==> config.mk <==
export PLATFORM = sky130hd
export DESIGN_NAME = decode_unit
export DESIGN_NICKNAME = d
export VERILOG_FILES = /design/src/rtl/rv_pkg.sv /design/src/rtl/decode_unit.sv
export SDC_FILE = /design/constraint.sdc
export NUM_CORES = 1
export LEC_CHECK = 0
export ABC_AREA = 1
export ABC_CLOCK_PERIOD_IN_PS = 1400
export BUFFER_PORTS_ARGS = -buffer_cell sky130_fd_sc_hd__buf_4
export CAP_MARGIN = 15
export CELL_PAD_IN_SITES_DETAIL_PLACEMENT = 1
export CELL_PAD_IN_SITES_GLOBAL_PLACEMENT = 1
export CORE_AREA = 4 4 198 200
export DETAILED_ROUTE_END_ITERATION = 10
export DIE_AREA = 0 0 202 204
export PLACE_DENSITY = 0.5
export RECOVER_POWER = 100
export SETUP_SLACK_MARGIN = 0.4
export SYNTH_ARGS = -nofsm -noshare
export SYNTH_HDL_FRONTEND = slang
export SYNTH_SLANG_ARGS = --single-unit
==> constraint.sdc <==
create_clock -name clk -period 1.4 [get_ports clk]
set_input_delay 0.07 -clock clk [delete_from_list [all_inputs] [get_ports clk]]
set_output_delay 0.07 -clock clk [all_outputs]
set_load 0.05 [all_outputs]
==> src/rtl/rv_pkg.sv <==
package rv_pkg;

  localparam int xlen = 64;                  // Data and address width of RV64

  typedef logic [xlen-1:0] xlen_t;           // Register value, PC or immediate
  typedef logic [31:0]     inst_t;           // One instruction word
  typedef logic [4:0]      reg_idx_t;        // Architectural register number
  typedef logic [6:0]      opcode_t;         // Major opcode, inst[6:0]

  // Major opcodes of the supported subset
  localparam opcode_t op_imm    = 7'b0010011;
  localparam opcode_t op_reg    = 7'b0110011;
  localparam opcode_t op_lui    = 7'b0110111;
  localparam opcode_t op_jal    = 7'b1101111;
  localparam opcode_t op_branch = 7'b1100011;

  typedef enum logic [2:0] {
    alu_add,
    alu_sub,
    alu_and,
    alu_or,
    alu_xor,
    alu_pass                                 // Second operand straight through, LUI
  } alu_op_e;

  typedef enum logic [2:0] {
    kind_alu,                                // Register or immediate ALU op, LUI
    kind_beq,
    kind_bne,
    kind_jal,
    kind_nop                                 // Anything outside the subset
  } instr_kind_e;

  // Fetch request sequencing, one request in flight at most
  typedef enum logic [1:0] {
    fetch_idle,
    fetch_request,
    fetch_wait
  } fetch_state_e;

endpackage

==> src/rtl/decode_unit.sv <==
`timescale 1ns/10ps

module decode_unit (
  input  logic                clk,
  input  logic                reset,
  input  logic                stall_decode,
  input  logic                flush_front,
  input  logic                if_valid,
  input  rv_pkg::inst_t       if_inst,
  input  rv_pkg::xlen_t       if_pc,
  input  rv_pkg::xlen_t       rs1_data,
  input  rv_pkg::xlen_t       rs2_data,
  output logic                id_valid,
  output rv_pkg::reg_idx_t    id_rs1,
  output rv_pkg::reg_idx_t    id_rs2,
  output logic                ex_valid,
  output rv_pkg::instr_kind_e ex_kind,
  output rv_pkg::alu_op_e     ex_alu_op,
  output logic                ex_use_imm,
  output rv_pkg::reg_idx_t    ex_rd,
  output logic                ex_writes,
  output rv_pkg::xlen_t       ex_pc,
  output rv_pkg::xlen_t       ex_imm,
  output rv_pkg::xlen_t       ex_a,
  output rv_pkg::xlen_t       ex_b
);
  import rv_pkg::*;

  opcode_t     opcode;
  logic [2:0]  funct3;
  logic [6:0]  funct7;
  xlen_t       imm_i;
  xlen_t       imm_u;
  xlen_t       imm_b;
  xlen_t       imm_j;
  instr_kind_e kind;
  alu_op_e     alu_op;
  xlen_t       imm;
  logic        use_imm;
  logic        writes;
  logic        use_rs1;
  logic        use_rs2;
  logic        legal;

  assign opcode = if_inst[6:0];
  assign funct3 = if_inst[14:12];
  assign funct7 = if_inst[31:25];

  // Sign-extended immediates, inst[31] is always the sign
  assign imm_i = {{52{if_inst[31]}}, if_inst[31:20]};
  assign imm_u = {{32{if_inst[31]}}, if_inst[31:12], 12'b0};
  assign imm_b = {{51{if_inst[31]}}, if_inst[31], if_inst[7], if_inst[30:25],
                  if_inst[11:8], 1'b0};
  assign imm_j = {{43{if_inst[31]}}, if_inst[31], if_inst[19:12], if_inst[20],
                  if_inst[30:21], 1'b0};

  always_comb begin
    kind    = kind_alu;
    alu_op  = alu_add;
    imm     = imm_i;
    use_imm = 1'b0;
    writes  = 1'b0;
    use_rs1 = 1'b0;
    use_rs2 = 1'b0;
    legal   = 1'b1;
    case (opcode)
      op_imm: begin
        {use_imm, writes, use_rs1} = 3'b111;
        case (funct3)
          3'b000:  alu_op = alu_add;         // ADDI
          3'b100:  alu_op = alu_xor;
          3'b110:  alu_op = alu_or;
          3'b111:  alu_op = alu_and;
          default: legal = 1'b0;             // Shifts and compares
        endcase
      end
      op_reg: begin
        {writes, use_rs1, use_rs2} = 3'b111;
        case ({funct7, funct3})
          10'b0000000_000: alu_op = alu_add;
          10'b0100000_000: alu_op = alu_sub;
          10'b0000000_111: alu_op = alu_and;
          10'b0000000_110: alu_op = alu_or;
          10'b0000000_100: alu_op = alu_xor;
          default:         legal = 1'b0;
        endcase
      end
      op_lui: begin
        {use_imm, writes} = 2'b11;
        alu_op = alu_pass;
        imm    = imm_u;
      end
      op_jal: begin
        kind   = kind_jal;
        writes = 1'b1;                       // Link value pc+4
        imm    = imm_j;
      end
      op_branch: begin
        {use_rs1, use_rs2} = 2'b11;
        imm = imm_b;
        if (funct3 == 3'b000) kind = kind_beq;
        else if (funct3 == 3'b001) kind = kind_bne;
        else legal = 1'b0;
      end
      default: legal = 1'b0;
    endcase
    if (!legal) begin
      kind    = kind_nop;                    // Flows down and retires silently
      writes  = 1'b0;
      use_rs1 = 1'b0;
      use_rs2 = 1'b0;
    end
  end

  // Unused sources read as x0 so they never raise a hazard
  assign id_valid = if_valid;
  assign id_rs1   = use_rs1 ? if_inst[19:15] : '0;
  assign id_rs2   = use_rs2 ? if_inst[24:20] : '0;

  always_ff @(posedge clk) begin
    if (reset) ex_valid <= 1'b0;
    else ex_valid <= if_valid && !stall_decode && !flush_front;  // Bubble otherwise
  end

  always_ff @(posedge clk) begin
    ex_kind    <= kind;
    ex_alu_op  <= alu_op;
    ex_use_imm <= use_imm;
    ex_rd      <= if_inst[11:7];
    ex_writes  <= writes;
    ex_pc      <= if_pc;
    ex_imm     <= imm;
    ex_a       <= rs1_data;
    ex_b       <= rs2_data;
  end

endmodule

======== Word level (Yosys, flattened, before mapping) ========
Cells that the tools add are included.
storage, ports and cells
  logic and storage cells ................. 56
  output and inout port bits .............. 281
  bits of input ports ..................... 229
  register bits after elaboration ......... 238
cells by class
  reduce and logical (&&, ||, !) cells .... 13
  equality and inequality tests ........... 13
  multiplexer cells ....................... 20
operator list
  kind                   number
  $pmux W31 S3           1
  $eq A10 B3 Y1 const B  3
  $pmux W3 S3            2
  $eq A7 B6 Y1 const B   2
  $eq A7 B7 Y1 const B   2
  $pmux W3 S4            1
  $eq A10 B9 Y1 const B  1
  $logic_not A10 Y1      1
  $mux W1                10
  $mux W5                2
  $eq A3 B3 Y1 const B   3
  $reduce_or A4 Y1       2
  $eq A7 B5 Y1 const B   1
  $reduce_or A2 Y1       3
  $reduce_or A5 Y1       1
  $mux W2                2
  $pmux W1 S4            1
  $pmux W2 S2            1
  $eq A3 B1 Y1 const B   1
  $logic_not A3 Y1       1
  $reduce_or A3 Y1       1
  $logic_and A1 B1 Y1    2
  $logic_not A1 Y1       2

======== Longest topological paths before layout ========
Gate-level depths: netlist of the first run.
  word-level depth ........................ 6
  depth in mapped cells ................... 10
  depth with buffers taken out ............ 10

======== Worst setup path after synthesis of the first run ========
Ideal clock, no wire load.
  kind .................................... reg-to-output
  start ................................... register ex_imm[31] (netlist name)
  end ..................................... output ex_imm[32]
  path slack .............................. -0.134 ns
  data required time ...................... 1.330 ns
  arrival ................................. 1.464 ns
  path buffers ............................ 1
  cell stages (with the launch flop) ...... 2
  path through ............................ dfxtp_1 -> buf_4
RTL lines
  item              line               source
  end: declaration  decode_unit.sv:23  output rv_pkg::xlen_t ex_imm,
No word-level cell between the ends.

======== Worst setup path after layout of the first run ========
  start ................................... register ex_imm[31] (netlist name)
  end ..................................... output ex_imm[34]
No word-level cell between the ends.

==> results.py, run 1 <==
metrics = {
    "clock_network": {
        "cts_max_level": 1,
        "root_buffer": "clkbuf_16",
        "cts-buffers-inserted": 28,
        "path_clk_slew_ns": 0.06,
        "cts.sinks": 238,
        "cts_max_path_buffers": 3,
        "tritoncts": "done",
    },
    "yosys": {
        "synth_cell_types": 20,
        "synth.area.mux_share_pct": 0,
        "syn_inst": 416,
        "synth_top_family_by_area": "buffers and inverters",
        "synthSimpleGateAreaFrac_pct": 6.51,
        "synth_seq_cells": 238,
        "synth_nets": 645,
        "ys_warn_count": 0,
        "synth_fa_ha_area_share_pct": 0,
        "syn_area_per_cell_um2": 13.6,
        "synth_compound_area_share_pct": 2.80,
        "synthXorXnorAreaFrac_pct": 0,
        "yosysSeqAreaShare_pct": 84.0,
        "syn-cell-area_mm2": 0.00567,
    },
    "drt": {
        "routed_wl_um": 33500,
        "wl_per_cell_um": 19.6,
        "viasPerCell": 3.49,
        "route.detailed.drc": 0,
        "postRouteAntennaNets": 0,
        "drt_pass1_iterations": 4,
        "drt_iter0_markers": 93,
        "via_count": 5976,
    },
    "floorplan": {
        "io_pins": 510,
        "die_w_um": 202,
        "die_height_um": 204,
        "initial_core_util_pct": 15.2,
        "core-area_mm2": 0.0374,
        "row_count": 71,
        "dieArea_mm2": 0.0412,
    },
    "layout": {
        "nFillCells": 4148,
        "drive_gt1_share_pct": 71.2,
        "layout_common_cells": "237 x dfxtp_2, 233 x clkbuf_2, 228 x dlygate4sd3_1, 190 x clkbuf_4, 37 x buf_4",
        "fin_area_mm2": 0.0135,
        "layout.area.seq_mm2": 0.00506,
        "synthToLayoutAreaGrowth_pct": 138,
        "final_nets": 1404,
        "multi_input_area_um2": 773,
        "final_core_util_pct": 36.1,
        "mostFrequentLayoutCell": "dfxtp_2",
    },
    "timing": {
        "hold_viol": 1,
        "period_needed_ns": 1.38,
        "grt_setup_unrepaired": "true",
        "slew_violations": 0,
        "tightestPinTransition_ns": 0.691,
        "setup_viol_count_final": 0,
        "slew_headroom_pct": 53.9,
        "hold_slack_ns": -0.0287,
        "setup_slack_ns": 0.0195,
        "fin_crit_sh_pct": 98.6,
        "fmax_mhz": 724,
    },
    "worst_setup_path": {
        "cp_max_fo": 17,
        "critPathRequiredTime_ns": 1.33,
        "cp_cell_sequence": "buf_12 > buf_6",
        "crit_slowest_cell": "dfxtp_4",
        "crit_type": "flip-flop to primary output",
        "crit_path_start_kind": "flip-flop",
        "critical-path-max-stage-delay_ns": 0.37,
        "worstPathArrival_ns": 1.31,
        "critPathLaunch": "ex_imm[31]",
        "critPathCaptureType": "primary output",
        "endpoint": "ex_imm[34]",
    },
    "status": {
        "violations": "negative hold slack",
        "outcome": "finished with violations",
    },
    "grt": {
        "grt_pass1_vias": 6987,
        "gr-usage-all-layers_pct": 15.0,
        "antenna_found_initial": 3,
        "grt_overflow": 0,
        "grt_max_degree": 18,
        "grt_pass1_wl_um": 46500,
    },
    "pwr": {
        "power_density_mw_per_mm2": 1320,
        "p_leak_uw": 0.00625,
        "ir_drop_mv": 0.687,
        "power_uw": 17700,
    },
    "flow_run": {
        "drv_cap": 0,
    },
    "placement": {
        "gp_congestion": 0.746,
        "dp_slack_ns": -0.144,
        "placed_area_mm2": 0.0101,
        "port_buffers": 509,
        "place_hpwl_um": 21600,
    },
    "worst_hold_path": {
        "hp-class": "primary input to flip-flop",
    },
}
==> layout make-up <==
type / instances / area share [%]
diodes: 3 / 0.0556
well taps: 511 / 4.74
clock inverters: 12 / 0.918
flip-flops and latches: 238 / 37.5
inverters: 33 / 0.955
clock buffers: 39 / 5.87
repair buffers: 764 / 44.2
multi-input cells: 110 / 5.73
==> registers in the layout (all words and copies together), names as in the netlist <==
signal / flops
ex_kind: 3
ex_valid: 1
ex_a: 64
ex_imm: 32
ex_alu_op: 3
ex_b: 64
ex_rd: 5
ex_use_imm: 1
ex_pc: 64
ex_writes: 1
==> kinds of logic (layout without fill, tap and decap cells) <==
| family | Yosys count | after routing |
|---|---|---|
| flip-flops | 238 | 238 |
| AO/OA/AOI/OAI | 31 | 31 |
| buffers and inverters | 68 | 848 |
| AND/OR/NAND/NOR | 79 | 79 |
| other | 0 | 3 |
==> per-stage QoR <==
| step | instances | setup TNS (ns) |
|---|---|---|
| 3_5_place_dp | 1422 | -1.11 |
| 3_3_place_gp | 1422 | -1.11 |
| 2_1_floorplan | 416 | 0 |
| 4_1_cts | 1705 | -0.248 |
| 6_report | 1710 | 0 |
| 5_1_grt | 1710 | -1.24 |
==> synthesized netlist by cell type <==
cell type  count  share of area [%]
dfxtp_1      238                 84
buf_4         33                4.4
inv_1         31                2.1
nor2_1        30                2.0
o21ai_0       27                2.4
nand2_1       23                1.5
nand2_2        6               0.66
nand3_1        6               0.53
nor2_2         5               0.55
nand3_2        3               0.53
nor3_1         3               0.26
a21oi_1        2               0.18
inv_2          2               0.13
buf_2          1              0.088
clkbuf_1       1              0.066
nor2_4         1               0.20
nor4b_1        1               0.15
o211ai_1       1               0.13
o22ai_1        1               0.11
or2_2          1               0.11
==> power by group <==
| group | switching [uW] | total (uW) | leakage (uW) | internal [uW] |
|---|---|---|---|---|
| Sequential | 121 | 7320 | 0.00201 | 7200 |
| Combinational | 2110 | 3280 | 0.00379 | 1170 |
| Clock | 2980 | 7140 | 0.000450 | 4160 |
==> metal layers <==
layer  GRT usage, %  vias up  routed length (um)
met4           5.22        0                1260
met2           29.7      277               18800
met5              0        -                   0
met3           4.93       83                2640
met1           14.3     2833               10800
li1               -     2783                   -
==> critical path, delay by kind of cell, from the launching register on <==
family,cells,cell delay (ns)
flops,1,0.37
buf+inv,2,0.37
==> timing repair <==
action                                 CTS  global route
endpoints found under the hold margin  237             1
pin swaps                               23             8
resized for setup                      773            68
hold buffers                           230             1
buffers inserted                         2             2
setup endpoints to repair              280           283
gates cloned                             0             0
==> worst min-delay path by stage <==
stage	start	endpoint	slack (ns)	cells past startpoint
6_report	if_inst[30]	ex_alu_op[1]	-0.03	5
5_1_grt	if_inst[30]	ex_alu_op[1]	-0.04	5
4_1_cts	if_inst[30]	ex_kind[2]	0.04	7
3_5_place_dp	rs2_data[41]	ex_b[41]	0.18	1
3_3_place_gp	rs1_data[42]	ex_a[42]	0.17	1
2_1_floorplan	if_inst[31]	ex_imm[31]	0.1	0
(Power assumes the default switching activity.)
==> run 2, diff against run 1 <==
--- a/config.mk
+++ b/config.mk
@@ -14,7 +14,7 @@
 export CORE_AREA = 4 4 198 200
 export DETAILED_ROUTE_END_ITERATION = 10
 export DIE_AREA = 0 0 202 204
-export PLACE_DENSITY = 0.5
+export PLACE_DENSITY = 0.48
 export RECOVER_POWER = 100
 export SETUP_SLACK_MARGIN = 0.4
 export SYNTH_ARGS = -nofsm -noshare
==> run 2 against run 1 <==
Against the previous run: the run still ends with negative hold slack left; first-iteration DRC count is 4.3% higher; setup slack better by 0.020 ns; die area stayed put; sequential cell count stayed put; maximum frequency is 1.4% higher; critical path depth stayed put; clock power is 9.1% higher; sequential power hardly changed; via count is 2.9% lower; critical path type unchanged; critical endpoint is now ex_imm[35]; highest routed layer unchanged.
==> results.py, run 2 (same netlist as run 1, synthesis figures left out) <==
metrics = {
    "pwr": {
        "power_uw": 18400,
        "p_leak_uw": 0.00631,
        "ir_drop_mv": 0.814,
        "power_density_mw_per_mm2": 1360,
    },
    "floorplan": {
        "initial_core_util_pct": 15.2,
        "row_count": 71,
        "dieArea_mm2": 0.0412,
        "die_w_um": 202,
        "die_height_um": 204,
        "core-area_mm2": 0.0374,
        "io_pins": 510,
    },
    "timing": {
        "hold_slack_ns": -0.0180,
        "slew_headroom_pct": 73.0,
        "tightestPinTransition_ns": 0.403,
        "finalSetupTns_ns": 0,
        "period_needed_ns": 1.36,
        "fmax_mhz": 735,
        "grt_setup_unrepaired": "true",
        "fin_crit_sh_pct": 97.2,
        "slew_violations": 0,
        "setup_viol_count_final": 0,
        "hold_viol": 1,
        "setup_slack_ns": 0.0391,
    },
    "worst_setup_path": {
        "worstPathArrival_ns": 1.29,
        "crit_slowest_cell": "dfxtp_4",
        "critPathCaptureType": "primary output",
        "critPathRequiredTime_ns": 1.33,
        "cp_cell_sequence": "buf_12 > buf_6",
        "crit_type": "flip-flop to primary output",
        "critical-path-max-stage-delay_ns": 0.37,
        "cp_max_fo": 17,
        "crit_path_start_kind": "flip-flop",
    },
    "status": {
        "outcome": "finished with violations",
        "violations": "negative hold slack",
    },
    "drt": {
        "routed_wl_um": 32700,
        "route.detailed.drc": 0,
        "viasPerCell": 3.40,
        "dr_wl_met2_um": 18200,
        "topRoutingLayerUsed": "met4",
        "wl_per_cell_um": 19.2,
        "drt_pass1_iterations": 4,
        "drt_iter0_markers": 97,
        "via_count": 5802,
        "drt-met1-wl_um": 10900,
        "postRouteAntennaNets": 0,
        "wl_met3_um": 2600,
    },
    "layout": {
        "reg.largest.list": "ex_a: 64 flops, ex_b: 64 flops, ex_pc: 64 flops",
        "synthToLayoutAreaGrowth_pct": 139,
        "final_core_util_pct": 36.3,
        "drive_gt1_share_pct": 72.3,
        "final_nets": 1399,
        "mostFrequentLayoutCell": "dfxtp_2",
        "layout_common_cells": "237 x dfxtp_2, 234 x clkbuf_2, 224 x dlygate4sd3_1, 193 x clkbuf_4, 37 x buf_6",
        "final_cells": 1705,
    },
    "clock_network": {
        "path_clk_slew_ns": 0.06,
        "cts_max_level": 1,
        "root_buffer": "clkbuf_16",
        "cts.sinks": 238,
        "cts-buffers-inserted": 28,
        "cts_max_path_buffers": 3,
        "tritoncts": "done",
    },
    "placement": {
        "port_buffers": 509,
        "gp_congestion": 0.743,
        "place_inst": 1421,
        "dp_slack_ns": -0.147,
        "place_hpwl_um": 22200,
    },
    "grt": {
        "grt_max_degree": 18,
        "grt_pass1_vias": 6801,
        "grt_pass1_wl_um": 45700,
        "grt_overflow": 0,
        "antenna_found_initial": 4,
        "gr-usage-all-layers_pct": 14.7,
    },
    "worst_hold_path": {
        "hp-class": "primary input to flip-flop",
        "min_from": "if_inst[30]",
        "hold-path-endpoint": "ex_alu_op[1]",
        "min_path_cells": 5,
    },
    "flow_run": {
        "drv_cap": 0,
    },
}
==> run 2: changes by cell type in the layout (fill, tap and decap cells not counted), sizes merged <==
cell and change:
dlymetal6s4s -1, clkinv -4, clkbuf -1, bufinv +3
dlygate4sd3 -4, diode +1, buf +1
==> run 2: repair_timing <==
action	CTS	global route
gates resized for setup	750	95
hold endpoints to repair	236	1
hold buffers	224	1
pin swaps	23	4
buffers inserted	5	0
setup endpoints to repair	280	283
==> run 2: worst max-delay path: cells and delay by family, from the launching register on <==
family,cells,cell delay [ns]
flip-flops,1,0.37
buffers and inverters,2,0.36
==> run 2: layer usage <==
metal  global-route usage (%)  vias up
met3                     5.16       50
met5                        0        -
met4                     5.74        0
met2                     28.4      269
met1                     14.4     2706
li1                         -     2777
==> run 2: worst max-delay path by stage <==
stage / from / end / slack (ns) / cells after the start
2_1_floorplan: if_inst[2] / id_rs2[0] / 0.24 / 9
3_3_place_gp: if_inst[27] / id_rs2[0] / -0.14 / 11
3_5_place_dp: if_inst[29] / id_rs2[0] / -0.15 / 11
4_1_cts: ex_imm[31] / ex_imm[52] / -0.008 / 2
5_1_grt: ex_imm[31] / ex_imm[35] / -0.03 / 2
6_report: ex_imm[31] / ex_imm[35] / 0.04 / 2
==> run 2: layout make-up <==
cell class,count,area (um2)
tap,511,639
sequential,238,5060
inverter,33,129
fill,4095,23800
antenna,4,10.0
clock buffer,39,812
timing repair buffer,759,5920
multi-input combinational,110,796
clock inverter,11,190
==> run 2: power by group <==
group          total (uW)  leakage (uW)  internal [uW]  switching [uW]
Combinational        3270       0.00381           1170            2090
Sequential           7320       0.00201           7200             115
Clock                7790      0.000489           4800            2990
==> run 2: per-stage QoR <==
step	area (um2)	hold slack, ns
finish	13600	-0.0180
global route	13600	-0.0105
CTS	15700	-0.146
detailed placement	10100	0.176
global placement	10100	0.174
floorplan	5780	0.0977
==> run 3, diff against run 2 <==
--- a/config.mk
+++ b/config.mk
@@ -5,16 +5,16 @@
 export SDC_FILE = /design/constraint.sdc
 export NUM_CORES = 1
 export LEC_CHECK = 0
-export ABC_AREA = 1
+export ABC_AREA = 0
 export ABC_CLOCK_PERIOD_IN_PS = 1400
 export BUFFER_PORTS_ARGS = -buffer_cell sky130_fd_sc_hd__buf_4
 export CAP_MARGIN = 15
 export CELL_PAD_IN_SITES_DETAIL_PLACEMENT = 1
 export CELL_PAD_IN_SITES_GLOBAL_PLACEMENT = 1
-export CORE_AREA = 4 4 198 200
+export CORE_AREA = 4 4 194 196
 export DETAILED_ROUTE_END_ITERATION = 10
-export DIE_AREA = 0 0 202 204
-export PLACE_DENSITY = 0.48
+export DIE_AREA = 0 0 198 200
+export PLACE_DENSITY = 0.49
 export RECOVER_POWER = 100
 export SETUP_SLACK_MARGIN = 0.4
 export SYNTH_ARGS = -nofsm -noshare
==> run 3 against run 2 <==
Against the previous run: the run ends with negative setup slack left; hold slack improved by 0.043 ns; combinational power increased by 27%; cell area increased by 18%; clock power decreased by 10%; largest cell class unchanged; largest power group is now sequential cells.
==> results.py, run 3 <==
metrics = {
    "drt": {
        "wl_per_cell_um": 22.3,
        "routed_wl_um": 36600,
        "via_count": 5972,
        "viasPerCell": 3.63,
        "route.detailed.drc": 0,
        "postRouteAntennaNets": 0,
        "drt_iter0_markers": 142,
        "drt_pass1_iterations": 4,
    },
    "yosys": {
        "syn_area_per_cell_um2": 14.9,
        "yosysTopAreaCell": "dfxtp_1",
        "ys_top_cells_by_area": "dfxtp_1 83%, buf_4 4.3%, a21o_1 2.5%",
        "synth_seq_cells": 238,
        "ys_warn_count": 0,
        "yosysSeqAreaShare_pct": 83.0,
        "synth_edf_count": 0,
        "synth_nets": 614,
        "syn_inst": 385,
        "yosysMostFrequentCell": "dfxtp_1",
        "syn-cell-area_mm2": 0.00574,
        "ys_async_sr_fraction_pct": 0,
        "yosys-top-cells-count": "238 x dfxtp_1, 33 x buf_4, 19 x a21o_1",
        "synthFlopType": "dfxtp_1",
        "synth_cell_types": 37,
        "synth_top_area_share_pct": 83.0,
    },
    "clock_network": {
        "tritoncts": "done",
        "root_buffer": "clkbuf_16",
        "cts_max_path_buffers": 3,
        "path_clk_slew_ns": 0.06,
        "cts_max_level": 1,
        "cts-buffers-inserted": 28,
        "cts.sinks": 238,
    },
    "grt": {
        "met3_usage_pct": 5.94,
        "grt.busiest_layer": "met2",
        "grt_overflow": 0,
        "grt_max_degree": 16,
        "antenna_found_initial": 6,
        "use_met1_pct": 17.8,
        "grtUsageMet2_pct": 32.4,
        "gr-usage-all-layers_pct": 17.1,
        "grt_pass1_wl_um": 49400,
        "grt_pass1_vias": 7029,
    },
    "placement": {
        "placed_area_mm2": 0.0102,
        "port_buffers": 509,
        "gp_congestion": 0.807,
        "place_hpwl_um": 25400,
    },
    "worst_setup_path": {
        "cp_top_family": "simple AND/OR/NAND/NOR gates",
        "crit_path_start_kind": "primary input",
        "crit_slowest_cell": "or4_4",
        "critical-path-max-stage-delay_ns": 0.57,
        "critPathRequiredTime_ns": 1.33,
        "critPathCaptureType": "primary output",
        "crit_type": "primary input to primary output",
        "worstPathArrival_ns": 1.54,
        "cp_cell_sequence": "buf_6 > or4_4 > o21ai_4 > a221oi_4 > buf_12 > nor2_4 > buf_8",
        "path_buf_inv": 3,
        "cp_max_fo": 7,
    },
    "timing": {
        "slew_violations": 0,
        "setup_slack_ns": -0.207,
        "hold_slack_ns": 0.0250,
        "period_needed_ns": 1.61,
        "hold_viol": 0,
        "setup_viol_count_final": 27,
        "fin_crit_sh_pct": 115,
        "slew_headroom_pct": 54.2,
        "fmax_mhz": 622,
        "grt_setup_unrepaired": "true",
        "tightestPinTransition_ns": 0.687,
    },
    "pwr": {
        "p_sw_uw": 5430,
        "p_clk_share_pct": 37.6,
        "switching_share_pct": 29.2,
        "ir_drop_mv": 0.938,
        "p_leak_uw": 0.00703,
        "p_seq_share_pct": 40.1,
        "pwr-share-comb_pct": 22.3,
        "power_density_mw_per_mm2": 1170,
        "intPower_uw": 13200,
        "power_uw": 18600,
    },
    "floorplan": {
        "row_count": 70,
        "die_w_um": 198,
        "io_pins": 510,
        "core-area_mm2": 0.0361,
        "initial_core_util_pct": 15.9,
        "dieArea_mm2": 0.0396,
        "die_height_um": 200,
    },
    "layout": {
        "reg.largest.list": "ex_a: 64 flops, ex_b: 64 flops, ex_pc: 64 flops",
        "final_nets": 1381,
        "synthToLayoutAreaGrowth_pct": 178,
        "drive_gt1_share_pct": 71.1,
        "mostFrequentLayoutCell": "dfxtp_2",
        "layout_common_cells": "235 x dfxtp_2, 226 x buf_8, 225 x dlygate4sd3_1, 179 x clkbuf_4, 54 x buf_4",
        "final_core_util_pct": 44.3,
        "nFillCells": 3670,
        "fin_area_mm2": 0.0160,
    },
    "worst_hold_path": {
        "hp-class": "primary input to flip-flop",
    },
    "status": {
        "outcome": "finished with violations",
        "violations": "negative setup slack",
    },
    "flow_run": {
        "drv_cap": 0,
    },
}
==> run 3: power groups by stage <==
stage	registers [uW]	clock network [uW]	logic (uW)
after floorplan	8650	0	359
after global placement	7390	0	2940
after detailed placement	7400	0	2940
after CTS	7450	7200	4160
after global routing	7500	7530	4300
final	7470	7000	4160
==> run 3: stage by stage <==
stage	cells	TNS, ns	setup WS [ns]
3_3_place_gp	1355	-5.87	-0.320
2_1_floorplan	385	-0.118	-0.0915
5_1_grt	1644	-4.54	-0.266
3_5_place_dp	1355	-6.31	-0.315
6_report	1644	-2.47	-0.207
4_1_cts	1639	-3.35	-0.229
==> run 3: final cells by class <==
| class | count | area (um2) | area share (%) |
|---|---|---|---|
| repair buffers | 779 | 8640 | 54.1 |
| flip-flops and latches | 238 | 5070 | 31.7 |
| clock buffers | 41 | 800 | 5.00 |
| multi-input cells | 102 | 787 | 4.92 |
| well taps | 468 | 586 | 3.66 |
| clock inverters | 10 | 82.6 | 0.517 |
| inverters | 3 | 11.3 | 0.0705 |
| diodes | 3 | 7.51 | 0.0470 |
==> run 3: layer usage <==
metal | routed length, um | up-vias
met5 | 34 | -
met4 | 1020 | 6
met3 | 3140 | 70
met1 | 12600 | 2842
met2 | 19900 | 300
li1 | - | 2754
==> run 3: logic make-up after synthesis <==
group	synth area share, %
XOR/XNOR	0.153
flip-flops	83.0
AND/OR/NAND/NOR	6.45
buffers and inverters	5.47
AO/OA/AOI/OAI	4.93
==> run 3: final timing paths <==
kind              slack (ns)   startpoint           end  cells past startpoint
setup / recovery       -0.21  if_inst[26]     id_rs2[1]                      7
hold / removal          0.03  if_inst[28]  ex_alu_op[1]                      5
==> run 3: what timing repair did <==
item,4_1_cts,5_1_grt
cloned,2,0
hold buffers,225,1
setup buffers,6,2
endpoints found under the hold margin,235,2
gates resized for setup,812,48
pin swaps,8,2
setup endpoints to repair,280,287
